==> config.mk <==
export PLATFORM = sky130hd
export DESIGN_NAME = tictactoe_top
export DESIGN_NICKNAME = d
export VERILOG_FILES = /design/src/hw/ttt_pkg.sv /design/src/hw/turn_control.sv /design/src/hw/board_store.sv /design/src/hw/end_check.sv /design/src/hw/status_display.sv /design/src/hw/tictactoe_top.sv
export SDC_FILE = /design/constraint.sdc
export NUM_CORES = 1
export LEC_CHECK = 0
export BUFFER_PORTS_ARGS = -buffer_cell sky130_fd_sc_hd__buf_2
export CELL_PAD_IN_SITES_DETAIL_PLACEMENT = 1
export CELL_PAD_IN_SITES_GLOBAL_PLACEMENT = 1
export CORE_ASPECT_RATIO = 1.25
export CORE_MARGIN = 2
export CORE_UTILIZATION = 40
export DETAILED_ROUTE_END_ITERATION = 16
export GPL_TIMING_DRIVEN = 0
export PLACE_DENSITY_LB_ADDON = 0.12
export SETUP_SLACK_MARGIN = 0.02
export SLEW_MARGIN = 10
export SYNTH_ARGS = -nofsm -noshare
export SYNTH_HDL_FRONTEND = slang
export SYNTH_SLANG_ARGS = --single-unit
==> constraint.sdc <==
create_clock -name clock -period 2.5 [get_ports clock]
set_input_delay 0.5 -clock clock [delete_from_list [all_inputs] [get_ports clock]]
set_output_delay 0.5 -clock clock [all_outputs]
set_load 0.02 [all_outputs]
==> src/hw/ttt_pkg.sv <==
// wild misere tic-tac-toe
// shared types and codes

package ttt_pkg;

	// board size, squares numbered 1 to 9
	localparam int NUM_SQUARES = 9;

	// one square of the board
	typedef logic [1:0] tile_t;

	// player number, also reused as result code
	typedef logic [1:0] player_t;

	// square select from the switches
	// only 1..9 address a square
	typedef logic [3:0] square_t;

	// one seven-segment digit, active low, bit 6 is segment g
	typedef logic [6:0] seg_t;

	// tile codes
	localparam tile_t TILE_EMPTY = 2'b00;
	localparam tile_t TILE_X = 2'b01;
	localparam tile_t TILE_O = 2'b10;

	// player and result codes
	localparam player_t PLAYER_NONE = 2'b00;
	localparam player_t PLAYER_1 = 2'b01;
	localparam player_t PLAYER_2 = 2'b10;
	// result only, never a turn
	localparam player_t RESULT_TIE = 2'b11;

	// tile glyphs on the digit
	// middle bar only
	localparam seg_t SEG_BLANK_DASH = 7'b0111111;
	// X is drawn as H
	localparam seg_t SEG_TILE_X = 7'b0001001;
	// O is drawn as 0
	localparam seg_t SEG_TILE_O = 7'b1000000;

	// turn sequencing, two commits per move then one check cycle
	typedef enum logic [3:0] {
		P1_SQUARE,
		P1_SQUARE_WAIT,
		P1_TILE,
		P1_TILE_WAIT,
		P1_CHECK,
		P2_SQUARE,
		P2_SQUARE_WAIT,
		P2_TILE,
		P2_TILE_WAIT,
		P2_CHECK,
		P1_LOST,
		P2_LOST,
		TIE
	} game_state_t;

endpackage

==> src/hw/turn_control.sv <==
// turn sequencing FSM
// square commit, tile commit, end check

`timescale 1ns/10ps

module turn_control (
	input  logic               clock,
	input  logic               resetn,
	input  logic               go,
	input  logic               line_made,
	input  logic               board_full,
	output logic               load_square,
	output logic               load_tile,
	output logic               check_done,
	output ttt_pkg::player_t   turn
);

	ttt_pkg::game_state_t state;
	ttt_pkg::game_state_t next_state;

	// next state
	always_comb
	begin
		next_state = state;
		case (state)
			// wait for go to rise on the square
			ttt_pkg::P1_SQUARE:
				next_state = go ? ttt_pkg::P1_SQUARE_WAIT : ttt_pkg::P1_SQUARE;
			// square committed when go drops
			ttt_pkg::P1_SQUARE_WAIT:
				next_state = go ? ttt_pkg::P1_SQUARE_WAIT : ttt_pkg::P1_TILE;
			ttt_pkg::P1_TILE:
				next_state = go ? ttt_pkg::P1_TILE_WAIT : ttt_pkg::P1_TILE;
			// tile committed, board settles on this edge
			ttt_pkg::P1_TILE_WAIT:
				next_state = go ? ttt_pkg::P1_TILE_WAIT : ttt_pkg::P1_CHECK;
			// misere rule, own line loses
			ttt_pkg::P1_CHECK:
			begin
				if (line_made)
					next_state = ttt_pkg::P1_LOST;
				else if (board_full)
					next_state = ttt_pkg::TIE;
				else
					next_state = ttt_pkg::P2_SQUARE;
			end
			ttt_pkg::P2_SQUARE:
				next_state = go ? ttt_pkg::P2_SQUARE_WAIT : ttt_pkg::P2_SQUARE;
			ttt_pkg::P2_SQUARE_WAIT:
				next_state = go ? ttt_pkg::P2_SQUARE_WAIT : ttt_pkg::P2_TILE;
			ttt_pkg::P2_TILE:
				next_state = go ? ttt_pkg::P2_TILE_WAIT : ttt_pkg::P2_TILE;
			ttt_pkg::P2_TILE_WAIT:
				next_state = go ? ttt_pkg::P2_TILE_WAIT : ttt_pkg::P2_CHECK;
			ttt_pkg::P2_CHECK:
			begin
				if (line_made)
					next_state = ttt_pkg::P2_LOST;
				else if (board_full)
					next_state = ttt_pkg::TIE;
				else
					next_state = ttt_pkg::P1_SQUARE;
			end
			// end states hold until reset, go ignored
			ttt_pkg::P1_LOST,
			ttt_pkg::P2_LOST,
			ttt_pkg::TIE:
				next_state = state;
			default:
				next_state = ttt_pkg::P1_SQUARE;
		endcase
	end

	// state register
	always_ff @(posedge clock)
	begin
		if (!resetn)
			state <= ttt_pkg::P1_SQUARE;
		else
			state <= next_state;
	end

	// output decode
	always_comb
	begin
		// idle values, nobody to move
		load_square = 1'b0;
		load_tile = 1'b0;
		check_done = 1'b0;
		turn = ttt_pkg::PLAYER_NONE;
		case (state)
			ttt_pkg::P1_SQUARE,
			ttt_pkg::P1_SQUARE_WAIT:
			begin
				load_square = 1'b1;
				turn = ttt_pkg::PLAYER_1;
			end
			// tile tracks input through the wait state too
			ttt_pkg::P1_TILE,
			ttt_pkg::P1_TILE_WAIT:
			begin
				load_tile = 1'b1;
				turn = ttt_pkg::PLAYER_1;
			end
			// only pulse when this move ends the game
			ttt_pkg::P1_CHECK:
			begin
				check_done = line_made | board_full;
				turn = ttt_pkg::PLAYER_1;
			end
			ttt_pkg::P2_SQUARE,
			ttt_pkg::P2_SQUARE_WAIT:
			begin
				load_square = 1'b1;
				turn = ttt_pkg::PLAYER_2;
			end
			ttt_pkg::P2_TILE,
			ttt_pkg::P2_TILE_WAIT:
			begin
				load_tile = 1'b1;
				turn = ttt_pkg::PLAYER_2;
			end
			ttt_pkg::P2_CHECK:
			begin
				check_done = line_made | board_full;
				turn = ttt_pkg::PLAYER_2;
			end
			default:
			begin
				turn = ttt_pkg::PLAYER_NONE;
			end
		endcase
	end

endmodule

==> src/hw/board_store.sv <==
// board registers
// square latch and nine squares

`timescale 1ns/10ps

module board_store (
	input  logic                                         clock,
	input  logic                                         resetn,
	input  logic                                         load_square,
	input  logic                                         load_tile,
	input  ttt_pkg::square_t                             square,
	input  ttt_pkg::tile_t                               tile,
	output ttt_pkg::tile_t [ttt_pkg::NUM_SQUARES-1:0]    board
);

	// square picked by the current player
	ttt_pkg::square_t sel_square;

	// latch follows the switches while in a square state
	// last value before go drops is the one kept
	always_ff @(posedge clock)
	begin
		if (!resetn)
			sel_square <= '0;
		else if (load_square)
			sel_square <= square;
	end

	// nine square registers
	// board[0] is square 1, board[8] is square 9
	always_ff @(posedge clock)
	begin
		if (!resetn)
		begin
			for (int i = 0; i < ttt_pkg::NUM_SQUARES; i++)
				board[i] <= ttt_pkg::TILE_EMPTY;
		end
		else if (load_tile)
		begin
			// select 0 or 10..15 matches nothing
			// occupied square just gets overwritten
			for (int i = 0; i < ttt_pkg::NUM_SQUARES; i++)
			begin
				if (sel_square == ttt_pkg::square_t'(i + 1))
					board[i] <= tile;
			end
		end
	end

endmodule

==> src/hw/end_check.sv <==
// end of game detection
// misere lines, full board, result register

`timescale 1ns/10ps

module end_check (
	input  logic                                         clock,
	input  logic                                         resetn,
	input  ttt_pkg::tile_t [ttt_pkg::NUM_SQUARES-1:0]    board,
	input  ttt_pkg::player_t                             turn,
	input  logic                                         check_done,
	output logic                                         line_made,
	output logic                                         board_full,
	output logic                                         game_over,
	output ttt_pkg::player_t                             winner
);

	// one flag per line, rows then columns then diagonals
	logic [7:0] line_hit;

	// three equal tiles, empty never counts
	function automatic logic same3(
		input ttt_pkg::tile_t a,
		input ttt_pkg::tile_t b,
		input ttt_pkg::tile_t c
	);
		return (a != ttt_pkg::TILE_EMPTY) && (a == b) && (b == c);
	endfunction

	// squares 1..9 sit at board[0..8]
	always_comb
	begin
		// rows
		line_hit[0] = same3(board[0], board[1], board[2]);
		line_hit[1] = same3(board[3], board[4], board[5]);
		line_hit[2] = same3(board[6], board[7], board[8]);
		// columns
		line_hit[3] = same3(board[0], board[3], board[6]);
		line_hit[4] = same3(board[1], board[4], board[7]);
		line_hit[5] = same3(board[2], board[5], board[8]);
		// diagonals
		line_hit[6] = same3(board[0], board[4], board[8]);
		line_hit[7] = same3(board[2], board[4], board[6]);
	end

	assign line_made = |line_hit;

	// full when no square is empty
	always_comb
	begin
		board_full = 1'b1;
		for (int i = 0; i < ttt_pkg::NUM_SQUARES; i++)
		begin
			if (board[i] == ttt_pkg::TILE_EMPTY)
				board_full = 1'b0;
		end
	end

	// result captured on the edge that leaves the check state
	always_ff @(posedge clock)
	begin
		if (!resetn)
		begin
			game_over <= 1'b0;
			winner <= ttt_pkg::PLAYER_NONE;
		end
		else if (check_done)
		begin
			game_over <= 1'b1;
			// mover made the line, so the other player takes it
			if (line_made)
				winner <= (turn == ttt_pkg::PLAYER_1) ? ttt_pkg::PLAYER_2 : ttt_pkg::PLAYER_1;
			else if (board_full)
				winner <= ttt_pkg::RESULT_TIE;
		end
	end

endmodule

==> src/hw/status_display.sv <==
// seven-segment status digits

`timescale 1ns/10ps

module status_display (
	input  ttt_pkg::square_t   square,
	input  ttt_pkg::tile_t     tile,
	input  ttt_pkg::player_t   turn,
	input  ttt_pkg::player_t   winner,
	output ttt_pkg::seg_t      hex_square,
	output ttt_pkg::seg_t      hex_tile,
	output ttt_pkg::seg_t      hex_turn,
	output ttt_pkg::seg_t      hex_winner
);

	// plain hex digit, 0..F, active low
	function automatic ttt_pkg::seg_t hex_digit(input logic [3:0] value);
		ttt_pkg::seg_t seg;
		case (value)
			4'h0: seg = 7'b1000000;
			4'h1: seg = 7'b1111001;
			4'h2: seg = 7'b0100100;
			4'h3: seg = 7'b0110000;
			4'h4: seg = 7'b0011001;
			4'h5: seg = 7'b0010010;
			4'h6: seg = 7'b0000010;
			4'h7: seg = 7'b1111000;
			4'h8: seg = 7'b0000000;
			4'h9: seg = 7'b0011000;
			4'hA: seg = 7'b0001000;
			4'hB: seg = 7'b0000011;
			4'hC: seg = 7'b1000110;
			4'hD: seg = 7'b0100001;
			4'hE: seg = 7'b0000110;
			default: seg = 7'b0001110;
		endcase
		return seg;
	endfunction

	// selected square straight off the switches
	assign hex_square = hex_digit(square);

	// turn and result are 2-bit codes, 3 shows a tie
	assign hex_turn = hex_digit({2'b00, turn});
	assign hex_winner = hex_digit({2'b00, winner});

	// selected tile glyph
	always_comb
	begin
		case (tile)
			ttt_pkg::TILE_X: hex_tile = ttt_pkg::SEG_TILE_X;
			ttt_pkg::TILE_O: hex_tile = ttt_pkg::SEG_TILE_O;
			// empty or 11 shows just the bar
			default: hex_tile = ttt_pkg::SEG_BLANK_DASH;
		endcase
	end

endmodule

==> src/hw/tictactoe_top.sv <==
// wild misere tic-tac-toe top level

`timescale 1ns/10ps

module tictactoe_top (
	input  logic               clock,
	input  logic               resetn,
	input  logic               go,
	input  ttt_pkg::square_t   square,
	input  ttt_pkg::tile_t     tile,
	output ttt_pkg::player_t   turn,
	output ttt_pkg::player_t   winner,
	output logic               game_over,
	output ttt_pkg::seg_t      hex_square,
	output ttt_pkg::seg_t      hex_tile,
	output ttt_pkg::seg_t      hex_turn,
	output ttt_pkg::seg_t      hex_winner
);

	// FSM to datapath strobes
	logic load_square;
	logic load_tile;
	logic check_done;

	// end check back to FSM
	logic line_made;
	logic board_full;

	// square 1 in the low slot
	ttt_pkg::tile_t [ttt_pkg::NUM_SQUARES-1:0] board;

	turn_control u_turn_control (
		.clock       (clock),
		.resetn      (resetn),
		.go          (go),
		.line_made   (line_made),
		.board_full  (board_full),
		.load_square (load_square),
		.load_tile   (load_tile),
		.check_done  (check_done),
		.turn        (turn)
	);

	board_store u_board_store (
		.clock       (clock),
		.resetn      (resetn),
		.load_square (load_square),
		.load_tile   (load_tile),
		.square      (square),
		.tile        (tile),
		.board       (board)
	);

	end_check u_end_check (
		.clock       (clock),
		.resetn      (resetn),
		.board       (board),
		.turn        (turn),
		.check_done  (check_done),
		.line_made   (line_made),
		.board_full  (board_full),
		.game_over   (game_over),
		.winner      (winner)
	);

	// digits show the live switch values, not the latched ones
	status_display u_status_display (
		.square      (square),
		.tile        (tile),
		.turn        (turn),
		.winner      (winner),
		.hex_square  (hex_square),
		.hex_tile    (hex_tile),
		.hex_turn    (hex_turn),
		.hex_winner  (hex_winner)
	);

endmodule

After elaboration in Yosys (flattened, before gate mapping)
Memories as Yosys holds them, arrays and structs flattened.
Index checks and enable logic that the tools add are counted.

word-level totals
  output and inout port bits = 33
  word-level logic and storage cells = 143
  memories = 1
  flip-flop bits (word level) = 29
  ROM bits = 112

memory list
  memory           depth  width  rd ports  clocked after memory_dff  write ports  RTL line              text
  (no name shown)  16     7      1         0                         0            status_display.sv:19  case (value)

operators by class
  bitwise gates (word level) = 1
  muxes and demuxes = 32
  reduce and logical (&&, ||, !) cells = 51
  equality and inequality tests = 45

operators by type and width
  cell                  number
  $pmux W7 S4           2
  $pmux W4 S11          1
  $eq A2 B2 Y1          16
  $eq A4 B3 Y1 const B  8
  $eq A4 B4 Y1 const B  7
  $logic_not A2 Y1      11
  $mux W4               5
  $reduce_and A2 Y1     10
  $eq A4 B2 Y1 const B  4
  $logic_and A1 B1 Y1   16
  $mux W1               16
  $pmux W7 S2           1
  $reduce_bool A2 Y1    6
  $eq A2 B2 Y1 const B  5
  $mux W2               5
  $reduce_or A5 Y1      2
  $eq A4 B1 Y1 const B  2
  $reduce_or A4 Y1      2
  $reduce_or A8 Y1      1
  $eq A2 B1 Y1 const B  3
  $logic_not A4 Y1      1
  $pmux W2 S2           1
  $mux W3               1
  $reduce_or A3 Y1      1
  2 further kinds       2

Logic depth before layout (Yosys ltp)
Gate-level depths: netlist of run 1.

  depth after elaboration = 13
  depth in mapped cells = 8

Modules after synthesis
A second synthesis of run 1 with hierarchy kept.

unflattened totals
  cells, all modules = 264
  area, all modules = 2170.8 sq um

by module, submodules not included
  module          area an instance (sq um)  cells an instance  times used
  board_store     868.3                     86                 1
  end_check       491.7                     66                 1
  turn_control    407.9                     55                 1
  status_display  402.9                     57                 1

Worst setup path after synthesis of run 1
Ideal clock, no wire load.

  path type = input to output
  start = input square[2]
  end = output hex_square[4]
  setup slack = 0.448 ns
  arrival = 1.552 ns
  data required time = 2.000 ns
  stages on the path = 4
  buffers on the path = 2
  path through = clkbuf_1 clkbuf_1 o21ai_0 o21ai_0

on the way
  word-level cells in the longest chain between the ends = 1

ends and longest elaborated chain
  element             RTL line             text
  start: declaration  tictactoe_top.sv:9   input ttt_pkg::square_t square,
  $mem_v2 Z16 W7      -
  end: declaration    tictactoe_top.sv:14  output ttt_pkg::seg_t hex_square,

Every way passes these cells.

Worst setup path in the final report of run 1
  start = input square[1]
  end = output hex_square[0]

Same word-level chain as after synthesis.

==> impl_metrics.tcl, run 1 <==
set metrics [dict create \
    dr.first_iter.drc_count 38 \
    clk_path_buf_depth 2 \
    die_area_mm2 0.005808 \
    yosysTopAreaCell "dfxtp_1" \
    synth_edf_count 0 \
    power.total_uw 1127 \
    timing.fmax_mhz 440.2 \
    grt_util_all_layers_pct 20.89 \
    outcome "finished clean" \
    synth_area_mm2 0.002084 \
    setup_viol 0 \
    layout_min_cycle_time_ps 2272 \
    synthSimpleGateAreaFrac_pct 30.13 \
    slew_viol_final 0 \
    worst-path-stages 7 \
    relSlewSlack_pct 62.17 \
    initial_core_util_pct 41.33 \
    grt_max_degree 11 \
    worst_setup_path_end_kind "output port" \
    critical_path_required_ps 2000 \
    overflow 0 \
    dr.pass1.iters 5 \
    power.density_mw_per_mm2 459.5 \
    drive_gt1_share_pct 20.18 \
    ys_async_sr_fraction_pct 0 \
    r2r-start "u_board_store.board[2]" \
    remaining_drc_errors 0 \
    dpl.hpwl_um 4297 \
    gp_congestion 0.7997 \
    cts_tree "done" \
    critPathLaunch "square[1]" \
    ir_drop_uv 348.3 \
    postSynthCellCount 281 \
    tns_ps 0 \
    die_x_um 68.57 \
    utilization_pct 48.62 \
    synthTopCellsByCount "nor2_1 (32), dfxtp_1 (29), a21oi_1 (26)" \
    antenna_found_initial 0 \
    via_count 2147 \
    ys_ff_latch 29 \
    rows 29 \
    synthTopCellsByArea "dfxtp_1 (28%), mux2i_1 (7.7%), a21oi_1 (6.2%)" \
    routedWlPerCell_um 14.30 \
    clock-skew-final_ps 5.593 \
    routed_wl_um 5564 \
    rr_endpoint "u_turn_control.state[0]" \
    rsz0062_at_grt "no" \
    period_share_pct 90.86 \
    cts_setup_buffers 0 \
    muxShareOfSynthArea_pct 7.683 \
    numClockSinks 29 \
    die_y_um 84.71 \
    yosysUniqueCellTypes 46 \
    synth_adder_area_share_pct 4.202 \
    cpPeakStageDelay_ps 460 \
    crit_buf_inv 3 \
    ys_seq_area_share_pct 27.85 \
    r2r_slack_ps 460 \
    syn2layout_area_growth_pct 17.65 \
    fill_cells 670 \
    hold_buffers 0 \
    leakage_uw 0.001087 \
    clock_latency_ps 280 \
    viasPerCell 5.519 \
    ant_nets 0 \
    grt_pass1_vias 2135 \
    cp-endpoint "hex_square[0]" \
    core_mm2 0.005044 \
    path_class "in2out" \
    yosys.area.top_type_share_pct 27.85 \
    crit_family "simple AND/OR/NAND/NOR gates" \
    yosysMostFrequentCell "nor2_1" \
    cpMaxStageDelayCell "or3b_2" \
    ys.flop_type "dfxtp_1" \
    worstPathCellList "buf_2 > inv_1 > ha_1 > nor2b_1 > or3b_2 > o31ai_1 > buf_2" \
    min_path_cells 1 \
    synth_top_family_by_area "simple AND/OR/NAND/NOR gates" \
    start_kind "primary input" \
    crit_fanout 6 \
    clkSlewWorstSetupHoldPaths_ps 60 \
    grt_pass1_wl_um 9515 \
    n_antenna_cell 0 \
    worstMarginPinSlew_ps 564.7 \
    cts_max_level 2 \
    r2r_cells 6 \
    numPortBuffers 37 \
    final_hold_viol_count 0 \
    syn_avg_cell_area_um2 7.418 \
    cts_buffers 5 \
    synth_compound_area_share_pct 20.47 \
    drv_cap 0 \
    crit_path_frequent_cell "buf_2" \
    nets 342 \
    cts_resized 0 \
    yosys_warnings 0 \
    crit_arrival_ps 1770 \
    hp-class "reg2reg" \
    root_buffer "clkbuf_8" \
    synthXorXnorAreaFrac_pct 0 \
    ioPinCount 42 \
]
## logic make-up (layout without fill, tap and decap cells)
kind of cell             after synthesis  in the layout
flip-flops                            29             29
adder cells (fa/ha/maj)                7              7
other                                  1              2
multiplexers                          16             16
AND/OR/NAND/NOR                      119            119
AO/OA/AOI/OAI                         69             69
buffers and inverters                 40             85
## area by class of cell
class,count,area (um^2),area share [%]
Multi-Input combinational cell,213,1310,53.42
Buffer,30,160.2,6.531
Clock buffer,7,96.34,3.929
Tap cell,62,77.57,3.163
Sequential cell,29,580.6,23.67
Inverter,10,37.54,1.531
Clock inverter,1,5.005,0.2041
Timing Repair Buffer,37,185.2,7.551
## layer usage
metal  part of all wire [%]  GRT usage, %  vias up
met5                      0             0        -
met4                    1.2         6.000        0
met2                     52         37.67       37
met1                     44         24.23     1023
met3                    2.7         3.619        8
li1                       -             -     1079
## how the worst min path moves through the flow
stage | start | to
floorplan | u_board_store.board[14] | u_board_store.board[14]
global placement | u_end_check.game_over | u_end_check.game_over
detailed placement | u_end_check.game_over | u_end_check.game_over
CTS | u_end_check.game_over | u_end_check.game_over
global route | resetn | u_end_check.winner[0]
finish | u_end_check.game_over | u_end_check.game_over
## state kept, by name (all words and copies together), names as in the netlist
signal	cells
u_end_check.winner	2
u_board_store.sel_square	4
u_board_store.board	18
u_turn_control.state	4
u_end_check.game_over	1
## where the power goes
group | internal, uW | switching (uW) | total [uW]
registers | 474 | 12.3 | 486
logic | 79.2 | 133 | 212
clock network | 248 | 181 | 429
total | 801 | 326 | 1130
## through the flow
stage / area, um^2 / instances / setup WS, ps / hold slack [ps]
2_1_floorplan: 2088 / 282 / 448.0 / 462.9
3_3_place_gp: 2351 / 381 / 235.5 / 443.9
3_5_place_dp: 2351 / 381 / 213.3 / 460.2
4_1_cts: 2452 / 389 / 210.1 / 476.4
5_1_grt: 2452 / 389 / 98.77 / 493.9
6_report: 2452 / 389 / 228.5 / 472.4
## cells in the final DEF (no fill, tap or decap), types with 9 or more instances in the layout
| cell | instances |
|---|---|
| buf_2 | 42 |
| dfxtp_1 | 29 |
| nand3_1 | 13 |
| mux2i_1 | 16 |
| o21ai_0 | 13 |
| clkbuf_1 | 15 |
| a21oi_1 | 26 |
| and3_1 | 10 |
| nand2_1 | 22 |
| buf_4 | 9 |
| inv_1 | 10 |
| nor2_1 | 32 |
## worst reg2reg max path: cells and delay by family, from the launching register on
| family | cells | cell delay [ps] |
|---|---|---|
| and+or+nand+nor | 3 | 980 |
| AOI/OAI and AO/OA | 3 | 520 |
| DFF | 1 | 450 |
Note: power is estimated with default switching activity, not from simulation.
==> inputs of run 2 (changes only) <==
--- a/config.mk
+++ b/config.mk
@@ -5,17 +5,19 @@
 export SDC_FILE = /design/constraint.sdc
 export NUM_CORES = 1
 export LEC_CHECK = 0
-export BUFFER_PORTS_ARGS = -buffer_cell sky130_fd_sc_hd__buf_2
+export ABC_AREA = 1
 export CELL_PAD_IN_SITES_DETAIL_PLACEMENT = 1
 export CELL_PAD_IN_SITES_GLOBAL_PLACEMENT = 1
 export CORE_ASPECT_RATIO = 1.25
 export CORE_MARGIN = 2
-export CORE_UTILIZATION = 40
+export CORE_UTILIZATION = 43
 export DETAILED_ROUTE_END_ITERATION = 16
+export DONT_BUFFER_PORTS = 1
 export GPL_TIMING_DRIVEN = 0
 export PLACE_DENSITY_LB_ADDON = 0.12
 export SETUP_SLACK_MARGIN = 0.02
 export SLEW_MARGIN = 10
 export SYNTH_ARGS = -nofsm -noshare
 export SYNTH_HDL_FRONTEND = slang
+export SYNTH_HIERARCHICAL = 1
 export SYNTH_SLANG_ARGS = --single-unit
==> run 2 against run 1 <==
Hold slack got worse by 160 ps. Sequential cell count unchanged. Maximum frequency decreased by 0.60%. Critical path depth decreased by 1. Highest routed layer unchanged.
==> impl_metrics.tcl, run 2 <==
set metrics [dict create \
    min_path_cells 2 \
    ioPinCount 42 \
    wl_met1_um 2656 \
    synth_edf_count 0 \
    initial_core_util_pct 44.93 \
    core_mm2 0.005116 \
    met2_length_um 3507 \
    power.density_mw_per_mm2 446.1 \
    clock_latency_ps 280 \
    grt_util_all_layers_pct 22.99 \
    cpMaxStageDelayCell "a21oi_2" \
    ys_async_sr_fraction_pct 0 \
    ys_seq_area_share_pct 25.26 \
    antenna_found_initial 0 \
    drv_cap 0 \
    top_layer "met4" \
    dpl.hpwl_um 5086 \
    worstPathCellList "inv_1 > nand2_1 > a21oi_2 > inv_1 > nor2_4 > buf_4" \
    min_to "u_turn_control/state[3]" \
    met3WireLength_um 123 \
    setup_viol 0 \
    yosys_warnings 6 \
    r2r_cells 12 \
    crit_path_frequent_cell "inv_1" \
    worst_setup_path_end_kind "output port" \
    place_inst 465 \
    synthTopCellsByCount "nand2_1 (114), nor2_1 (73), inv_1 (48), nand3_1 (48), dfxtp_1 (29)" \
    cts_max_level 2 \
    die_area_mm2 0.005950 \
    final_hold_viol_count 0 \
    crit_buf_inv 3 \
    largest-register "u_board_store/board" \
    final_cell_mix "nand2_1 (114), nor2_1 (71), inv_1 (47), nand3_1 (47), dfxtp_1 (28)" \
    layout_min_cycle_time_ps 2285 \
    routedWlPerCell_um 13.64 \
    timing.fmax_mhz 437.6 \
    slew_viol_final 0 \
    ir_drop_uv 245.3 \
    grt_pass1_vias 2529 \
    outcome "finished clean" \
    hold-worst-slack_ps 315.2 \
    dr.first_iter.drc_count 108 \
    hp-class "in2reg" \
    crit_family "buffers and inverters" \
    yosysTopAreaCell "dfxtp_1" \
    start_kind "flip-flop" \
    clk_path_buf_depth 2 \
    r2r_slack_ps 440 \
    dr.pass1.iters 4 \
    place_area_mm2 0.002380 \
    tns_ps 0 \
    postSynthCellCount 402 \
    remaining_drc_errors 0 \
    pre_cts_ws_ps 97.78 \
    yosys.area.top_type_share_pct 25.26 \
    numClockSinks 29 \
    via_count 2446 \
    hold_buffers 0 \
    cpPeakStageDelay_ps 400 \
    cts_buffers 5 \
    routed_wl_um 6450 \
    cts_setup_buffers 0 \
    cts_tree "done" \
    largest_reg_flops 18 \
    min_from "resetn" \
    overflow 0 \
    yosysMostFrequentCell "nand2_1" \
    viasPerCell 5.171 \
    synthTopCellsByArea "dfxtp_1 (25%), nand2_1 (19%), nor2_1 (12%)" \
    period_share_pct 91.41 \
    worst_slack_ps 214.7 \
    syn2layout_area_growth_pct 9.146 \
    leakage_uw 0.001298 \
    fill_cells 751 \
    ys_ff_latch 29 \
    n_antenna_cell 0 \
    die_y_um 85.74 \
    clkSlewWorstSetupHoldPaths_ps 60 \
    drive_gt1_share_pct 11.68 \
    die_x_um 69.39 \
    synth_area_mm2 0.002298 \
    critical_path_required_ps 2000 \
    stdcell_count 473 \
    nets 427 \
    syn_avg_cell_area_um2 5.718 \
    numPortBuffers 0 \
    grt_max_degree 11 \
    ant_nets 0 \
    clock-skew-final_ps 6.704 \
    rows 29 \
    r2r-start "u_board_store/board[9]" \
    grt_pass1_wl_um 11140 \
    path_class "reg2out" \
    crit_fanout 5 \
    root_buffer "clkbuf_8" \
    gp_congestion 0.8681 \
    ys.flop_type "dfxtp_1" \
    fin_area_mm2 0.002509 \
    crit_arrival_ps 1790 \
    largestRegisters "u_board_store/board: 18 flops, u_board_store/sel_square: 4 flops, u_turn_control/state: 4 flops" \
    yosysUniqueCellTypes 27 \
    final_common_cell "nand2_1" \
    rr_endpoint "u_end_check/winner[0]" \
    rsz0062_at_grt "no" \
]
==> run 2: cell count changes in the layout (fill, tap and decap cells not counted), sizes merged, moves of 8 or more <==
cell	previous run	this run
nor2	32	81
buf	52	13
nand2	22	117
nor3	9	1
nand3	13	50
o22ai	8	0
clkbuf	22	10
mux2i	16	0
inv	10	55
and3	10	0
==> run 2: how the worst max path moves through the flow <==
| stage | start | to | slack (ps) | cells after the start |
|---|---|---|---|---|
| detailed placement | u_turn_control/state[1] | hex_turn[3] | 100 | 7 |
| CTS | u_turn_control/state[1] | hex_turn[3] | 70 | 7 |
| global placement | u_turn_control/state[1] | hex_turn[3] | 140 | 7 |
| floorplan | u_turn_control/state[1] | hex_turn[3] | 350 | 6 |
| finish | u_turn_control/state[0] | hex_turn[3] | 210 | 6 |
| global route | u_turn_control/state[0] | hex_turn[3] | 70 | 7 |
==> run 2: logic make-up (layout without fill, tap and decap cells) <==
group | after synthesis | in the layout | synth area share, %
AO/OA/AOI/OAI | 34 | 34 | 7.621
flip-flops | 29 | 29 | 25.26
other | 1 | 2 | 0.1632
adder cells (fa/ha/maj) | 8 | 8 | 4.355
buffers and inverters | 71 | 79 | 14.10
AND/OR/NAND/NOR | 259 | 259 | 48.50
==> run 2: per-stage QoR <==
stage / utilization [%] / total power [uW]
floorplan: - / 659.5
global placement: 46.52 / 690.6
detailed placement: 46.52 / 695.5
CTS: 48.86 / 1134
global route: 49.03 / 1184
finish: 49.03 / 1119
==> run 2: cell type report <==
class / count / area [um^2] / area share [%]
multi-input cells: 303 / 1424 / 56.76
flip-flops and latches: 29 / 581.8 / 23.19
inverters: 55 / 206.4 / 8.229
plain buffers: 16 / 117.6 / 4.688
clock buffers: 7 / 96.34 / 3.840
well taps: 62 / 77.57 / 3.092
clock inverters: 1 / 5.005 / 0.1995
==> run 2: repair_timing <==
item,4_1_cts,5_1_grt
endpoints found under the setup margin,4,2
gates cloned,0,0
resized for setup,6,2
==> run 2: where the power goes <==
| group | switching (uW) | total (uW) | internal, uW |
|---|---|---|---|
| Clock | 185 | 433 | 248 |
| Combinational | 135 | 195 | 60.3 |
| Sequential | 17.1 | 491 | 474 |
==> run 2: routing by layer <==
metal,global-route usage [%],vias to the layer above
li1,-,1265
met1,23.81,1142
met2,44.93,26
met3,3.995,13
met4,9.804,0
met5,0,-
